File: src/source/lsu_pkg.sv
package lsu_pkg;

    // access size, encoded as log2 of the byte count so it maps onto AxSIZE
    typedef logic [1:0] size_t;

    localparam size_t SIZE_BYTE = 2'd0;
    localparam size_t SIZE_HALF = 2'd1;
    localparam size_t SIZE_WORD = 2'd2;

    // core-local timer window
    // mtime low word at the base, high word at base + 4
    localparam logic [31:0] CLINT_BASE = 32'h0200_0048;
    localparam logic [31:0] CLINT_LAST = 32'h0200_004F;

    // AXI response codes
    localparam logic [1:0] RESP_OKAY   = 2'b00;
    localparam logic [1:0] RESP_SLVERR = 2'b10;

    // fixed AXI fields for single-beat transfers
    localparam logic [7:0] AXI_LEN_SINGLE = 8'd0;
    localparam logic [1:0] AXI_BURST_INCR = 2'b01;
    localparam logic [3:0] AXI_ID         = 4'd0;

endpackage

File: src/source/mem_bus_if.sv
interface mem_bus_if;
    import lsu_pkg::*;

    // request side
    logic        req;
    logic        write;
    logic [31:0] addr;
    logic [31:0] wdata;
    logic [3:0]  wstrb;
    size_t       size;

    // reply side, valid in the single ack cycle
    logic        ack;
    logic [31:0] rdata;
    logic        err;

    modport requester (
        output req,
        output write,
        output addr,
        output wdata,
        output wstrb,
        output size,
        input  ack,
        input  rdata,
        input  err
    );

    modport responder (
        input  req,
        input  write,
        input  addr,
        input  wdata,
        input  wstrb,
        input  size,
        output ack,
        output rdata,
        output err
    );

endinterface

File: src/source/lsu_core.sv
module lsu_core (
    input  logic           clk,
    input  logic           rst_n,
    input  logic           req,
    input  logic           wen,
    input  logic           sign,
    input  lsu_pkg::size_t size,
    input  logic [31:0]    addr,
    input  logic [31:0]    wdata,
    output logic [31:0]    rdata,
    output logic           done,
    output logic           err,
    output logic           busy,
    mem_bus_if.requester   bus
);
    import lsu_pkg::*;

    typedef enum logic [1:0] {
        S_IDLE,
        S_ISSUE,
        S_WAIT
    } state_t;

    state_t      state;
    logic        accept;

    // request held until ack
    logic        lat_write;
    logic        lat_sign;
    size_t       lat_size;
    logic [31:0] lat_addr;
    logic [31:0] lat_wdata;
    logic [3:0]  lat_wstrb;

    logic [4:0]  wr_shamt;
    logic [3:0]  strb_next;
    logic [4:0]  rd_shamt;
    logic [31:0] rd_shift;

    assign accept = (state == S_IDLE) && req;

    // lane offset in bits
    assign wr_shamt = {addr[1:0], 3'b000};

    always_comb begin
        case (size)
            SIZE_BYTE: strb_next = 4'b0001 << addr[1:0];
            SIZE_HALF: strb_next = addr[1] ? 4'b1100 : 4'b0011;
            default:   strb_next = 4'b1111;
        endcase
    end

    always_ff @(posedge clk or negedge rst_n) begin
        if (!rst_n) begin
            state <= S_IDLE;
        end else begin
            case (state)
                S_IDLE:  if (req) state <= S_ISSUE;
                S_ISSUE: state <= S_WAIT;
                S_WAIT:  if (bus.ack) state <= S_IDLE;
                default: state <= S_IDLE;
            endcase
        end
    end

    always_ff @(posedge clk) begin
        if (accept) begin
            lat_write <= wen;
            lat_sign  <= sign;
            lat_size  <= size;
            lat_addr  <= addr;
            lat_wdata <= wdata << wr_shamt;
            lat_wstrb <= strb_next;
        end
    end

    assign bus.req   = (state == S_ISSUE);
    assign bus.write = lat_write;
    assign bus.addr  = lat_addr;
    assign bus.wdata = lat_wdata;
    assign bus.wstrb = lat_wstrb;
    assign bus.size  = lat_size;

    // bring the addressed lanes back down to bit 0
    assign rd_shamt = {lat_addr[1:0], 3'b000};
    assign rd_shift = bus.rdata >> rd_shamt;

    always_comb begin
        case (lat_size)
            SIZE_BYTE: rdata = {{24{rd_shift[7] & lat_sign}}, rd_shift[7:0]};
            SIZE_HALF: rdata = {{16{rd_shift[15] & lat_sign}}, rd_shift[15:0]};
            default:   rdata = rd_shift;
        endcase
    end

    assign done = (state == S_WAIT) && bus.ack;
    assign err  = done && bus.err;
    assign busy = (state != S_IDLE);

endmodule

File: src/source/addr_router.sv
module addr_router (
    mem_bus_if.responder core,
    mem_bus_if.requester clint,
    mem_bus_if.requester axi
);
    import lsu_pkg::*;

    logic is_clint;

    // address stays stable until ack, so the select does too
    assign is_clint = (core.addr >= CLINT_BASE) && (core.addr <= CLINT_LAST);

    // timer side
    assign clint.req   = is_clint && core.req;
    assign clint.write = is_clint ? core.write : 1'b0;
    assign clint.addr  = is_clint ? core.addr  : 32'd0;
    assign clint.wdata = is_clint ? core.wdata : 32'd0;
    assign clint.wstrb = is_clint ? core.wstrb : 4'd0;
    assign clint.size  = is_clint ? core.size  : SIZE_BYTE;

    // external bus side
    assign axi.req   = !is_clint && core.req;
    assign axi.write = is_clint ? 1'b0      : core.write;
    assign axi.addr  = is_clint ? 32'd0     : core.addr;
    assign axi.wdata = is_clint ? 32'd0     : core.wdata;
    assign axi.wstrb = is_clint ? 4'd0      : core.wstrb;
    assign axi.size  = is_clint ? SIZE_BYTE : core.size;

    // reply from whichever side owns the access
    assign core.ack   = is_clint ? clint.ack   : axi.ack;
    assign core.rdata = is_clint ? clint.rdata : axi.rdata;
    assign core.err   = is_clint ? clint.err   : axi.err;

endmodule

File: src/source/clint_timer.sv
module clint_timer (
    input  logic         clk,
    input  logic         rst_n,
    mem_bus_if.responder bus
);

    logic [63:0] mtime;
    logic        ack_q;
    logic        err_q;
    logic [31:0] rdata_q;

    // free-running, wraps at 2^64
    always_ff @(posedge clk or negedge rst_n) begin
        if (!rst_n) begin
            mtime <= 64'd0;
        end else begin
            mtime <= mtime + 64'd1;
        end
    end

    // one-cycle reply, writes are refused with err
    always_ff @(posedge clk or negedge rst_n) begin
        if (!rst_n) begin
            ack_q <= 1'b0;
            err_q <= 1'b0;
        end else begin
            ack_q <= bus.req;
            err_q <= bus.req && bus.write;
        end
    end

    // bit 2 picks the high word
    always_ff @(posedge clk) begin
        if (bus.req) begin
            rdata_q <= bus.addr[2] ? mtime[63:32] : mtime[31:0];
        end
    end

    assign bus.ack   = ack_q;
    assign bus.err   = err_q;
    assign bus.rdata = rdata_q;

endmodule

File: src/source/axi_master.sv
module axi_master (
    input  logic         clk,
    input  logic         rst_n,
    mem_bus_if.responder bus,

    input  logic         axi_awready,
    output logic         axi_awvalid,
    output logic [31:0]  axi_awaddr,
    output logic [3:0]   axi_awid,
    output logic [7:0]   axi_awlen,
    output logic [2:0]   axi_awsize,
    output logic [1:0]   axi_awburst,

    input  logic         axi_wready,
    output logic         axi_wvalid,
    output logic [31:0]  axi_wdata,
    output logic [3:0]   axi_wstrb,
    output logic         axi_wlast,

    output logic         axi_bready,
    input  logic         axi_bvalid,
    input  logic [1:0]   axi_bresp,
    input  logic [3:0]   axi_bid,

    input  logic         axi_arready,
    output logic         axi_arvalid,
    output logic [31:0]  axi_araddr,
    output logic [3:0]   axi_arid,
    output logic [7:0]   axi_arlen,
    output logic [2:0]   axi_arsize,
    output logic [1:0]   axi_arburst,

    output logic         axi_rready,
    input  logic         axi_rvalid,
    input  logic [1:0]   axi_rresp,
    input  logic [31:0]  axi_rdata,
    input  logic         axi_rlast,
    input  logic [3:0]   axi_rid
);
    import lsu_pkg::*;

    typedef enum logic [1:0] {
        ST_IDLE,
        ST_ADDR,
        ST_RESP
    } state_t;

    state_t      state;
    logic        aw_done;
    logic        w_done;
    logic        ack_q;
    logic        err_q;
    logic        b_err;
    logic        r_err;
    logic [31:0] rdata_q;

    // each channel finishes on its own handshake or is already done
    assign aw_done = !axi_awvalid || axi_awready;
    assign w_done  = !axi_wvalid || axi_wready;

    // a wrong id or a missing last also counts as a failed beat
    assign b_err = (axi_bresp != RESP_OKAY) || (axi_bid != AXI_ID);
    assign r_err = (axi_rresp != RESP_OKAY) || (axi_rid != AXI_ID) || !axi_rlast;

    always_ff @(posedge clk or negedge rst_n) begin
        if (!rst_n) begin
            state       <= ST_IDLE;
            axi_awvalid <= 1'b0;
            axi_wvalid  <= 1'b0;
            axi_arvalid <= 1'b0;
            axi_bready  <= 1'b0;
            axi_rready  <= 1'b0;
            ack_q       <= 1'b0;
            err_q       <= 1'b0;
        end else begin
            ack_q <= 1'b0;
            case (state)
                ST_IDLE: begin
                    err_q <= 1'b0;
                    if (bus.req) begin
                        state       <= ST_ADDR;
                        axi_awvalid <= bus.write;
                        axi_wvalid  <= bus.write;
                        axi_arvalid <= !bus.write;
                    end
                end
                ST_ADDR: begin
                    if (bus.write) begin
                        if (axi_awready) axi_awvalid <= 1'b0;
                        if (axi_wready) axi_wvalid <= 1'b0;
                        if (aw_done && w_done) begin
                            state      <= ST_RESP;
                            axi_bready <= 1'b1;
                        end
                    end else if (axi_arready) begin
                        axi_arvalid <= 1'b0;
                        axi_rready  <= 1'b1;
                        state       <= ST_RESP;
                    end
                end
                ST_RESP: begin
                    if (axi_bready && axi_bvalid) begin
                        axi_bready <= 1'b0;
                        ack_q      <= 1'b1;
                        err_q      <= b_err;
                        state      <= ST_IDLE;
                    end
                    if (axi_rready && axi_rvalid) begin
                        axi_rready <= 1'b0;
                        ack_q      <= 1'b1;
                        err_q      <= r_err;
                        state      <= ST_IDLE;
                    end
                end
                default: state <= ST_IDLE;
            endcase
        end
    end

    always_ff @(posedge clk) begin
        if (axi_rready && axi_rvalid) begin
            rdata_q <= axi_rdata;
        end
    end

    // request fields are held by the requester until ack
    assign axi_awaddr  = bus.addr;
    assign axi_awid    = AXI_ID;
    assign axi_awlen   = AXI_LEN_SINGLE;
    assign axi_awsize  = {1'b0, bus.size};
    assign axi_awburst = AXI_BURST_INCR;

    assign axi_wdata = bus.wdata;
    assign axi_wstrb = bus.wstrb;
    assign axi_wlast = 1'b1;

    assign axi_araddr  = bus.addr;
    assign axi_arid    = AXI_ID;
    assign axi_arlen   = AXI_LEN_SINGLE;
    assign axi_arsize  = {1'b0, bus.size};
    assign axi_arburst = AXI_BURST_INCR;

    assign bus.ack   = ack_q;
    assign bus.err   = err_q;
    assign bus.rdata = rdata_q;

endmodule

File: src/source/lsu_top.sv
module lsu_top (
    input  logic           clk,
    input  logic           rst_n,

    // pipeline side
    input  logic           req,
    input  logic           wen,
    input  logic           sign,
    input  lsu_pkg::size_t size,
    input  logic [31:0]    addr,
    input  logic [31:0]    wdata,
    output logic [31:0]    rdata,
    output logic           done,
    output logic           err,
    output logic           busy,

    // external AXI4 master
    input  logic           axi_awready,
    output logic           axi_awvalid,
    output logic [31:0]    axi_awaddr,
    output logic [3:0]     axi_awid,
    output logic [7:0]     axi_awlen,
    output logic [2:0]     axi_awsize,
    output logic [1:0]     axi_awburst,
    input  logic           axi_wready,
    output logic           axi_wvalid,
    output logic [31:0]    axi_wdata,
    output logic [3:0]     axi_wstrb,
    output logic           axi_wlast,
    output logic           axi_bready,
    input  logic           axi_bvalid,
    input  logic [1:0]     axi_bresp,
    input  logic [3:0]     axi_bid,
    input  logic           axi_arready,
    output logic           axi_arvalid,
    output logic [31:0]    axi_araddr,
    output logic [3:0]     axi_arid,
    output logic [7:0]     axi_arlen,
    output logic [2:0]     axi_arsize,
    output logic [1:0]     axi_arburst,
    output logic           axi_rready,
    input  logic           axi_rvalid,
    input  logic [1:0]     axi_rresp,
    input  logic [31:0]    axi_rdata,
    input  logic           axi_rlast,
    input  logic [3:0]     axi_rid
);

    mem_bus_if core_bus ();
    mem_bus_if clint_bus ();
    mem_bus_if axi_bus ();

    lsu_core lsu_core_inst (
        .clk   (clk),
        .rst_n (rst_n),
        .req   (req),
        .wen   (wen),
        .sign  (sign),
        .size  (size),
        .addr  (addr),
        .wdata (wdata),
        .rdata (rdata),
        .done  (done),
        .err   (err),
        .busy  (busy),
        .bus   (core_bus.requester)
    );

    addr_router addr_router_inst (
        .core  (core_bus.responder),
        .clint (clint_bus.requester),
        .axi   (axi_bus.requester)
    );

    clint_timer clint_timer_inst (
        .clk   (clk),
        .rst_n (rst_n),
        .bus   (clint_bus.responder)
    );

    axi_master axi_master_inst (
        .clk         (clk),
        .rst_n       (rst_n),
        .bus         (axi_bus.responder),
        .axi_awready (axi_awready),
        .axi_awvalid (axi_awvalid),
        .axi_awaddr  (axi_awaddr),
        .axi_awid    (axi_awid),
        .axi_awlen   (axi_awlen),
        .axi_awsize  (axi_awsize),
        .axi_awburst (axi_awburst),
        .axi_wready  (axi_wready),
        .axi_wvalid  (axi_wvalid),
        .axi_wdata   (axi_wdata),
        .axi_wstrb   (axi_wstrb),
        .axi_wlast   (axi_wlast),
        .axi_bready  (axi_bready),
        .axi_bvalid  (axi_bvalid),
        .axi_bresp   (axi_bresp),
        .axi_bid     (axi_bid),
        .axi_arready (axi_arready),
        .axi_arvalid (axi_arvalid),
        .axi_araddr  (axi_araddr),
        .axi_arid    (axi_arid),
        .axi_arlen   (axi_arlen),
        .axi_arsize  (axi_arsize),
        .axi_arburst (axi_arburst),
        .axi_rready  (axi_rready),
        .axi_rvalid  (axi_rvalid),
        .axi_rresp   (axi_rresp),
        .axi_rdata   (axi_rdata),
        .axi_rlast   (axi_rlast),
        .axi_rid     (axi_rid)
    );

endmodule

File: config.mk
export PLATFORM = sky130hd
export DESIGN_NAME = lsu_top
export DESIGN_NICKNAME = d
export VERILOG_FILES = /design/src/source/lsu_pkg.sv /design/src/source/mem_bus_if.sv /design/src/source/lsu_core.sv /design/src/source/addr_router.sv /design/src/source/clint_timer.sv /design/src/source/axi_master.sv /design/src/source/lsu_top.sv
export SDC_FILE = /design/constraint.sdc
export NUM_CORES = 1
export LEC_CHECK = 0
export ABC_AREA = 1
export ABC_CLOCK_PERIOD_IN_PS = 3850
export BUFFER_PORTS_ARGS = -buffer_cell sky130_fd_sc_hd__clkbuf_2
export CAP_MARGIN = 20
export CORE_MARGIN = 2
export CORE_UTILIZATION = 49
export DETAILED_ROUTE_END_ITERATION = 8
export PLACE_DENSITY = 0.88
export SLEW_MARGIN = 30
export SYNTH_ARGS = -nofsm -noshare
export SYNTH_HDL_FRONTEND = slang
export SYNTH_SLANG_ARGS = --single-unit
File: constraint.sdc
create_clock -name clk -period 3.85 [get_ports clk]
set_input_delay 1.155 -clock clk [delete_from_list [all_inputs] [get_ports clk]]
set_output_delay 1.155 -clock clk [all_outputs]
set_load 0.005 [all_outputs]
# Yosys cells after proc, flatten, opt, wreduce, memory -nomap -nowiden
# Cells that the tools add are included.
[totals] regBits=213 wordCells=137 inputBits=121 out_inout_bits=175
[classes] order_cmp=2 reduce_logical=40 bitwise=2 n_eq_ne=20 muxes=49 addsub=1 shifts=3
[op_table] cell="two-way mux 32 bit" count=4
[op_table] cell="adder 64 x 1 -> 64 bit, second input constant" count=1
[op_table] cell="case mux 32 bit (2 select lines)" count=1
[op_table] cell=">= comparator 32 x 26 -> 1 bit, second input constant" count=1
[op_table] cell="less-or-equal comparator 32 x 26 -> 1 bit, second input constant" count=1
[op_table] cell="left shift 32 x 5 -> 32 bit" count=1
[op_table] cell=">> shifter 32 x 5 -> 32 bit" count=1
[op_table] cell="AND reduction 4 bit" count=6
[op_table] cell="two-way mux 1 bit" count=23
[op_table] cell="two-way mux 2 bit" count=9
[op_table] cell="!= test 2 bit, second input constant" count=6
[op_table] cell="case mux 1 bit (2 select lines)" count=6
[op_table] cell="case mux 2 bit (3 select lines)" count=2
[op_table] cell="nonzero test 2 bit" count=6
[op_table] cell="logical AND 1 bit" count=10
[op_table] cell="!= test 2 x 1 -> 1 bit, second input constant" count=5
[op_table] cell="equality test 2 x 1 -> 1 bit, second input constant" count=4
[op_table] cell="zero test 2 bit" count=4
[op_table] cell="two-way mux 4 bit" count=2
[op_table] cell="case mux 4 bit (2 select lines)" count=1
[op_table] cell="nonzero test 4 bit" count=2
[op_table] cell="zero test 1 bit" count=5
[op_table] cell="logical OR 1 bit" count=5
[op_table] cell="equality test 2 bit, second input constant" count=2
[op_table] cell="7 further kinds" count=9

# Logic depth before layout (Yosys ltp)
[depth] word_depth=6 depth_mapped=15 ltp_nobuf=14

# Modules after synthesis
# From an unflattened synthesis, not the netlist that was laid out.
[hier_totals] cells_unflattened=1645 hier_area_um2=13111.3
[by_module_without_submodules] module="clint_timer" seq_area_each_um2=2612.5 area_per_inst_um2=5064.9 cells_each=638 n_inst=1
[by_module_without_submodules] module="lsu_core" seq_area_each_um2=2212.1 area_per_inst_um2=3652.3 cells_each=377 n_inst=1
[by_module_without_submodules] module="axi_master" seq_area_each_um2=1186.1 area_per_inst_um2=2487.4 cells_each=240 n_inst=1
[by_module_without_submodules] module="addr_router" seq_area_each_um2=0.0 area_per_inst_um2=1906.8 cells_each=390 n_inst=1

# Worst setup path before layout
# OpenSTA, ideal clock, no wires.
[synth_path] path_type="input -> register" from="input port req" to="register lsu_core_inst.lat_addr[0] (netlist: lsu_core_inst.bus.addr[0]) (enable)" stages=2 n_path_buf=0 t_arrival_ns=4.192 required_time_ns=3.348 setup_time_ns=0.502 setup_slack_ns=-0.844 path_cell_list="inv_1 > nor2_1"
[synth_via] elab_chain_len=1
[synth_rtl] item="start, declared" line="lsu_top.sv:6" rtl="input logic req,"
[synth_rtl] item="logical AND 1 bit" line="lsu_core.sv:40" rtl="assign accept = (state == S_IDLE) && req;"
[synth_rtl] item="net lsu_core_inst.accept" line="lsu_core.sv:25" rtl="logic accept;"
[synth_rtl] item="end signal, assigned" line="lsu_core.sv:71" rtl="lat_addr <= addr;"
[synth_rtl] item="end, declared" line="lsu_core.sv:31" rtl="logic [31:0] lat_addr;"
# The timed path passes the listed nets, and every way through them passes these cells.
# A chain may end at the register's enable or synchronous reset.

# Worst setup path in the final report
[layout_path] from="register lsu_core_inst.lat_addr[13] (netlist: lsu_core_inst.bus.addr[13])" to="output port rdata[16]"
[layout_via] elab_chain_len=6 elab_cells_between_ends=8 classes_between="2 x order compare; 1 x shift; 2 x mux; 2 x bitwise; 1 x reduce/logical"
[layout_rtl] item=">= comparator 32 x 26 -> 1 bit / less-or-equal comparator 32 x 26 -> 1 bit (equally long branches)" line="addr_router.sv:11" rtl="assign is_clint = (core.addr >= CLINT_BASE) && (core.addr <= CLINT_LAST);"
[layout_rtl] item="logical AND 1 bit (*)" line="addr_router.sv:11"
[layout_rtl] item="two-way mux 32 bit (*)" line="addr_router.sv:31" rtl="assign core.rdata = is_clint ? clint.rdata : axi.rdata;"
[layout_rtl] item=">> shifter 32 x 5 -> 32 bit (*)" line="lsu_core.sv:86" rtl="assign rd_shift = bus.rdata >> rd_shamt;"
[layout_rtl] item="bitwise AND 1 bit, on equally long branches" line="lsu_core.sv:91, lsu_core.sv:90"
[layout_rtl] item="case mux 32 bit (2 select lines) (*)" line="lsu_core.sv:89" rtl="case (lat_size)"
[layout_rtl] item="end, declared" line="lsu_top.sv:12" rtl="output logic [31:0] rdata,"
# Every way passes the cells marked *; elsewhere a longest branch is shown, timed or not.

==> impl_metrics.json <==
{
  "status": "finished, final reports clean",
  "wl_per_cell_um": 18.8,
  "finClkSkew_ns": 0.0181,
  "async_reset_ff_share_pct": 36.2,
  "vias": 10000,
  "avgSynthCellArea_um2": 8.91,
  "p_leak_nw": 6.77,
  "clk_latency_ns": 0.52,
  "port_buffers": 264,
  "regToRegStartpoint": "lsu_core_inst.bus.addr[13]",
  "grt_pass1_vias": 9312,
  "num_rows": 56,
  "min_period_over_period_pct": 99.0,
  "cts_num_sinks": 213,
  "synthMuxAreaShare_pct": 1.04,
  "grt_max_degree": 78,
  "drt-initial-drc-count": 1160,
  "worstMarginPinSlew_ns": 0.724,
  "drive_gt1_share_pct": 27.4,
  "synth_top_family_by_area": "simple AND/OR/NAND/NOR gates",
  "r2r_cells": 10,
  "diodes": 0,
  "worst_hold_path.endpoint": "axi_master_inst.axi_arvalid",
  "synth_compound_area_share_pct": 4.51,
  "ys_seq_area_share_pct": 51.2,
  "hold_depth": 2,
  "max_freq_ghz": 0.262,
  "synth_top_area_cell": "edfxtp_1",
  "synth.ff_latch_count": 213,
  "drv_cap": 0,
  "cp.arrival_ns": 2.66,
  "multiInputGateArea_um2": 4470,
  "timing.rr.end": "clint_timer_inst.bus.rdata[8]",
  "dr.pass1.iters": 7,
  "synth.top_cell.area_share_pct": 34.8,
  "io_pins": 296,
  "regArea_um2": 6010,
  "finalPower_w": 0.00642,
  "critPathKind": "register to primary output",
  "dp.cells": 1815,
  "cp.required_ns": 2.69,
  "synthSimpleGateAreaFrac_pct": 25.2,
  "cts-root-buf": "clkbuf_16",
  "place_congestion": 0.946,
  "finalMaxSlewViolations": 0,
  "synth_enable_flop_cells": 136,
  "fillerInstances": 1974,
  "synth_most_common_cell": "nand2_1",
  "synth.cell_area_um2": 11700,
  "viasPerCell": 5.34,
  "clk_pin_slew_worst_paths_ns": 0.06,
  "fin_nets": 1669,
  "r2r_setup_slack_ns": 1.03,
  "cts_max_path_buffers": 3,
  "cts_buffers": 23,
  "ys_top_cells_by_count": "nand2_1 (294), inv_1 (188), edfxtp_1 (136), nand3_1 (112), nor2_1 (86)",
  "synthCells": 1319,
  "ir_drop_mv": 0.364,
  "core_um2": 23500,
  "min_path_type": "register to register",
  "synth-adder-area-share_pct": 0.107,
  "die_y_um": 159,
  "cp-start-kind": "register",
  "start_util_pct": 50.0,
  "instances_no_fill": 1882,
  "grt_pass1_wl_um": 51700,
  "fp.dieW_um": 159,
  "pwr_density_cell_nw_per_um2": 460,
  "final.min_clock_period_ns": 3.81,
  "min_from": "axi_master_inst.axi_arvalid",
  "yosys.area_share.xor_xnor_pct": 4.62,
  "track_usage_pct": 26.0,
  "tritoncts": "built",
  "ys.flop_type": "edfxtp_1",
  "setup_viol": 0,
  "ys_types": 51,
  "dpl.hpwl_um": 25900,
  "finalHoldViolations": 0,
  "worst_slew_margin_rel_pct": 51.7,
  "wl_um": 35400,
  "fin_ws_ns": 0.0375,
  "path_max_fanout": 7,
  "synth.area.top_cells": "edfxtp_1 (35%), dfrtp_1 (16%), nand2_1 (9.4%)",
  "drc_errors": 0,
  "dieArea_um2": 25200,
  "pre_cts_slack_ns": 0.465,
  "final_util_pct": 59.5,
  "antenna_found_initial": 0,
  "ant_nets": 0,
  "grt_overflow": 0,
  "grt_setup_unrepaired": "true",
  "cp-end-kind": "primary output",
  "htree_num_levels": 1,
  "tns_ns": 0,
  "syn_to_final_growth_pct": 18.8,
  "synth_warnings": 0,
  "holdBufCountCts": 0
}
-- cell families after synthesis --
| kind of cell | count (synthesis) |
|---|---|
| simple gates | 617 |
| other cells | 2 |
| fa+ha+maj | 1 |
| mux | 11 |
| buf+inv | 323 |
| xor+xnor | 62 |
| compound gates | 90 |
| flops | 213 |
-- stage by stage --
step                      hold slack [ns]  cell area, um2
after CTS                           0.486           13600
after detailed placement            0.471           12900
after floorplan                     0.438           11900
after global placement              0.452           12900
final                               0.490           14000
after global routing                0.506           14000
-- layer usage --
metal  wire length (um)  GRT usage, %
met1              13800          34.4
met2              17000          42.8
met3               3040          4.70
met4               1570          9.63
met5                  0             0
-- area by class of cell --
class | count | share of cell area (%)
clock buffers | 29 | 4.28
clock inverters | 12 | 0.690
inverters | 193 | 5.24
multi-input cells | 817 | 32.0
flip-flops and latches | 213 | 43.1
well taps | 319 | 2.86
repair buffers | 299 | 11.8
-- sequential cells by signal (all words and copies together) (netlist names), 2 cells and up --
signal / flops
axi_master_inst.bus.rdata: 32
axi_master_inst.state: 2
clint_timer_inst.bus.rdata: 32
clint_timer_inst.mtime: 64
lsu_core_inst.bus.addr: 32
lsu_core_inst.bus.size: 2
lsu_core_inst.bus.wdata: 32
lsu_core_inst.bus.wstrb: 4
lsu_core_inst.state: 2
-- power breakdown --
group	leakage (nW)	switching, W	internal [W]
Sequential	2.38	0.000134	0.00275
Combinational	4.05	0.000916	0.000547
Clock	0.341	0.000897	0.00117
Total	6.77	0.00195	0.00447
-- critical path: stages (launching register included) --
cell	delay, ns
edfxtp_1	0.44
nor2_1	0.14
nand2_1	0.11
nor2_2	0.14
nand2_2	0.10
inv_4	0.08
nand3_4	0.17
buf_6	0.20
clkbuf_16	0.15
o211ai_1	0.26
nand3_1	0.11
nand3_1	0.11
clkbuf_2	0.12
-- what timing repair did --
action / in CTS / in global routing
endpoints found under the setup margin: 30 / 33
pin swaps: 3 / 17
resized for setup: 7 / 39
cloned: 2 / 6
setup buffers: 2 / 16
-- how the worst max path moves through the flow --
stage / from / end
after global placement: lsu_core_inst.bus.addr[27] / err
after detailed placement: lsu_core_inst.bus.addr[27] / rdata[1]
after floorplan: req / lsu_core_inst.bus.addr[0]
after global routing: lsu_core_inst.bus.addr[13] / rdata[14]
after CTS: lsu_core_inst.bus.addr[18] / rdata[31]
final: lsu_core_inst.bus.addr[13] / rdata[16]
-- cells in the final DEF, fill, tap and decap left out, drive strengths merged, types with 11 or more instances in the layout --
master,Yosys,layout
nor4,11,11
dfrtp,77,77
nor2,107,107
conb,2,31
edfxtp,136,136
nand4,27,27
clkbuf,41,289
o21ai,56,56
xor2,51,51
inv,190,193
xnor2,11,11
nand3,134,139
buf,89,39
nor3,29,29
nand2,303,303
o211ai,13,13
Note: power is estimated with default switching activity, not from simulation.
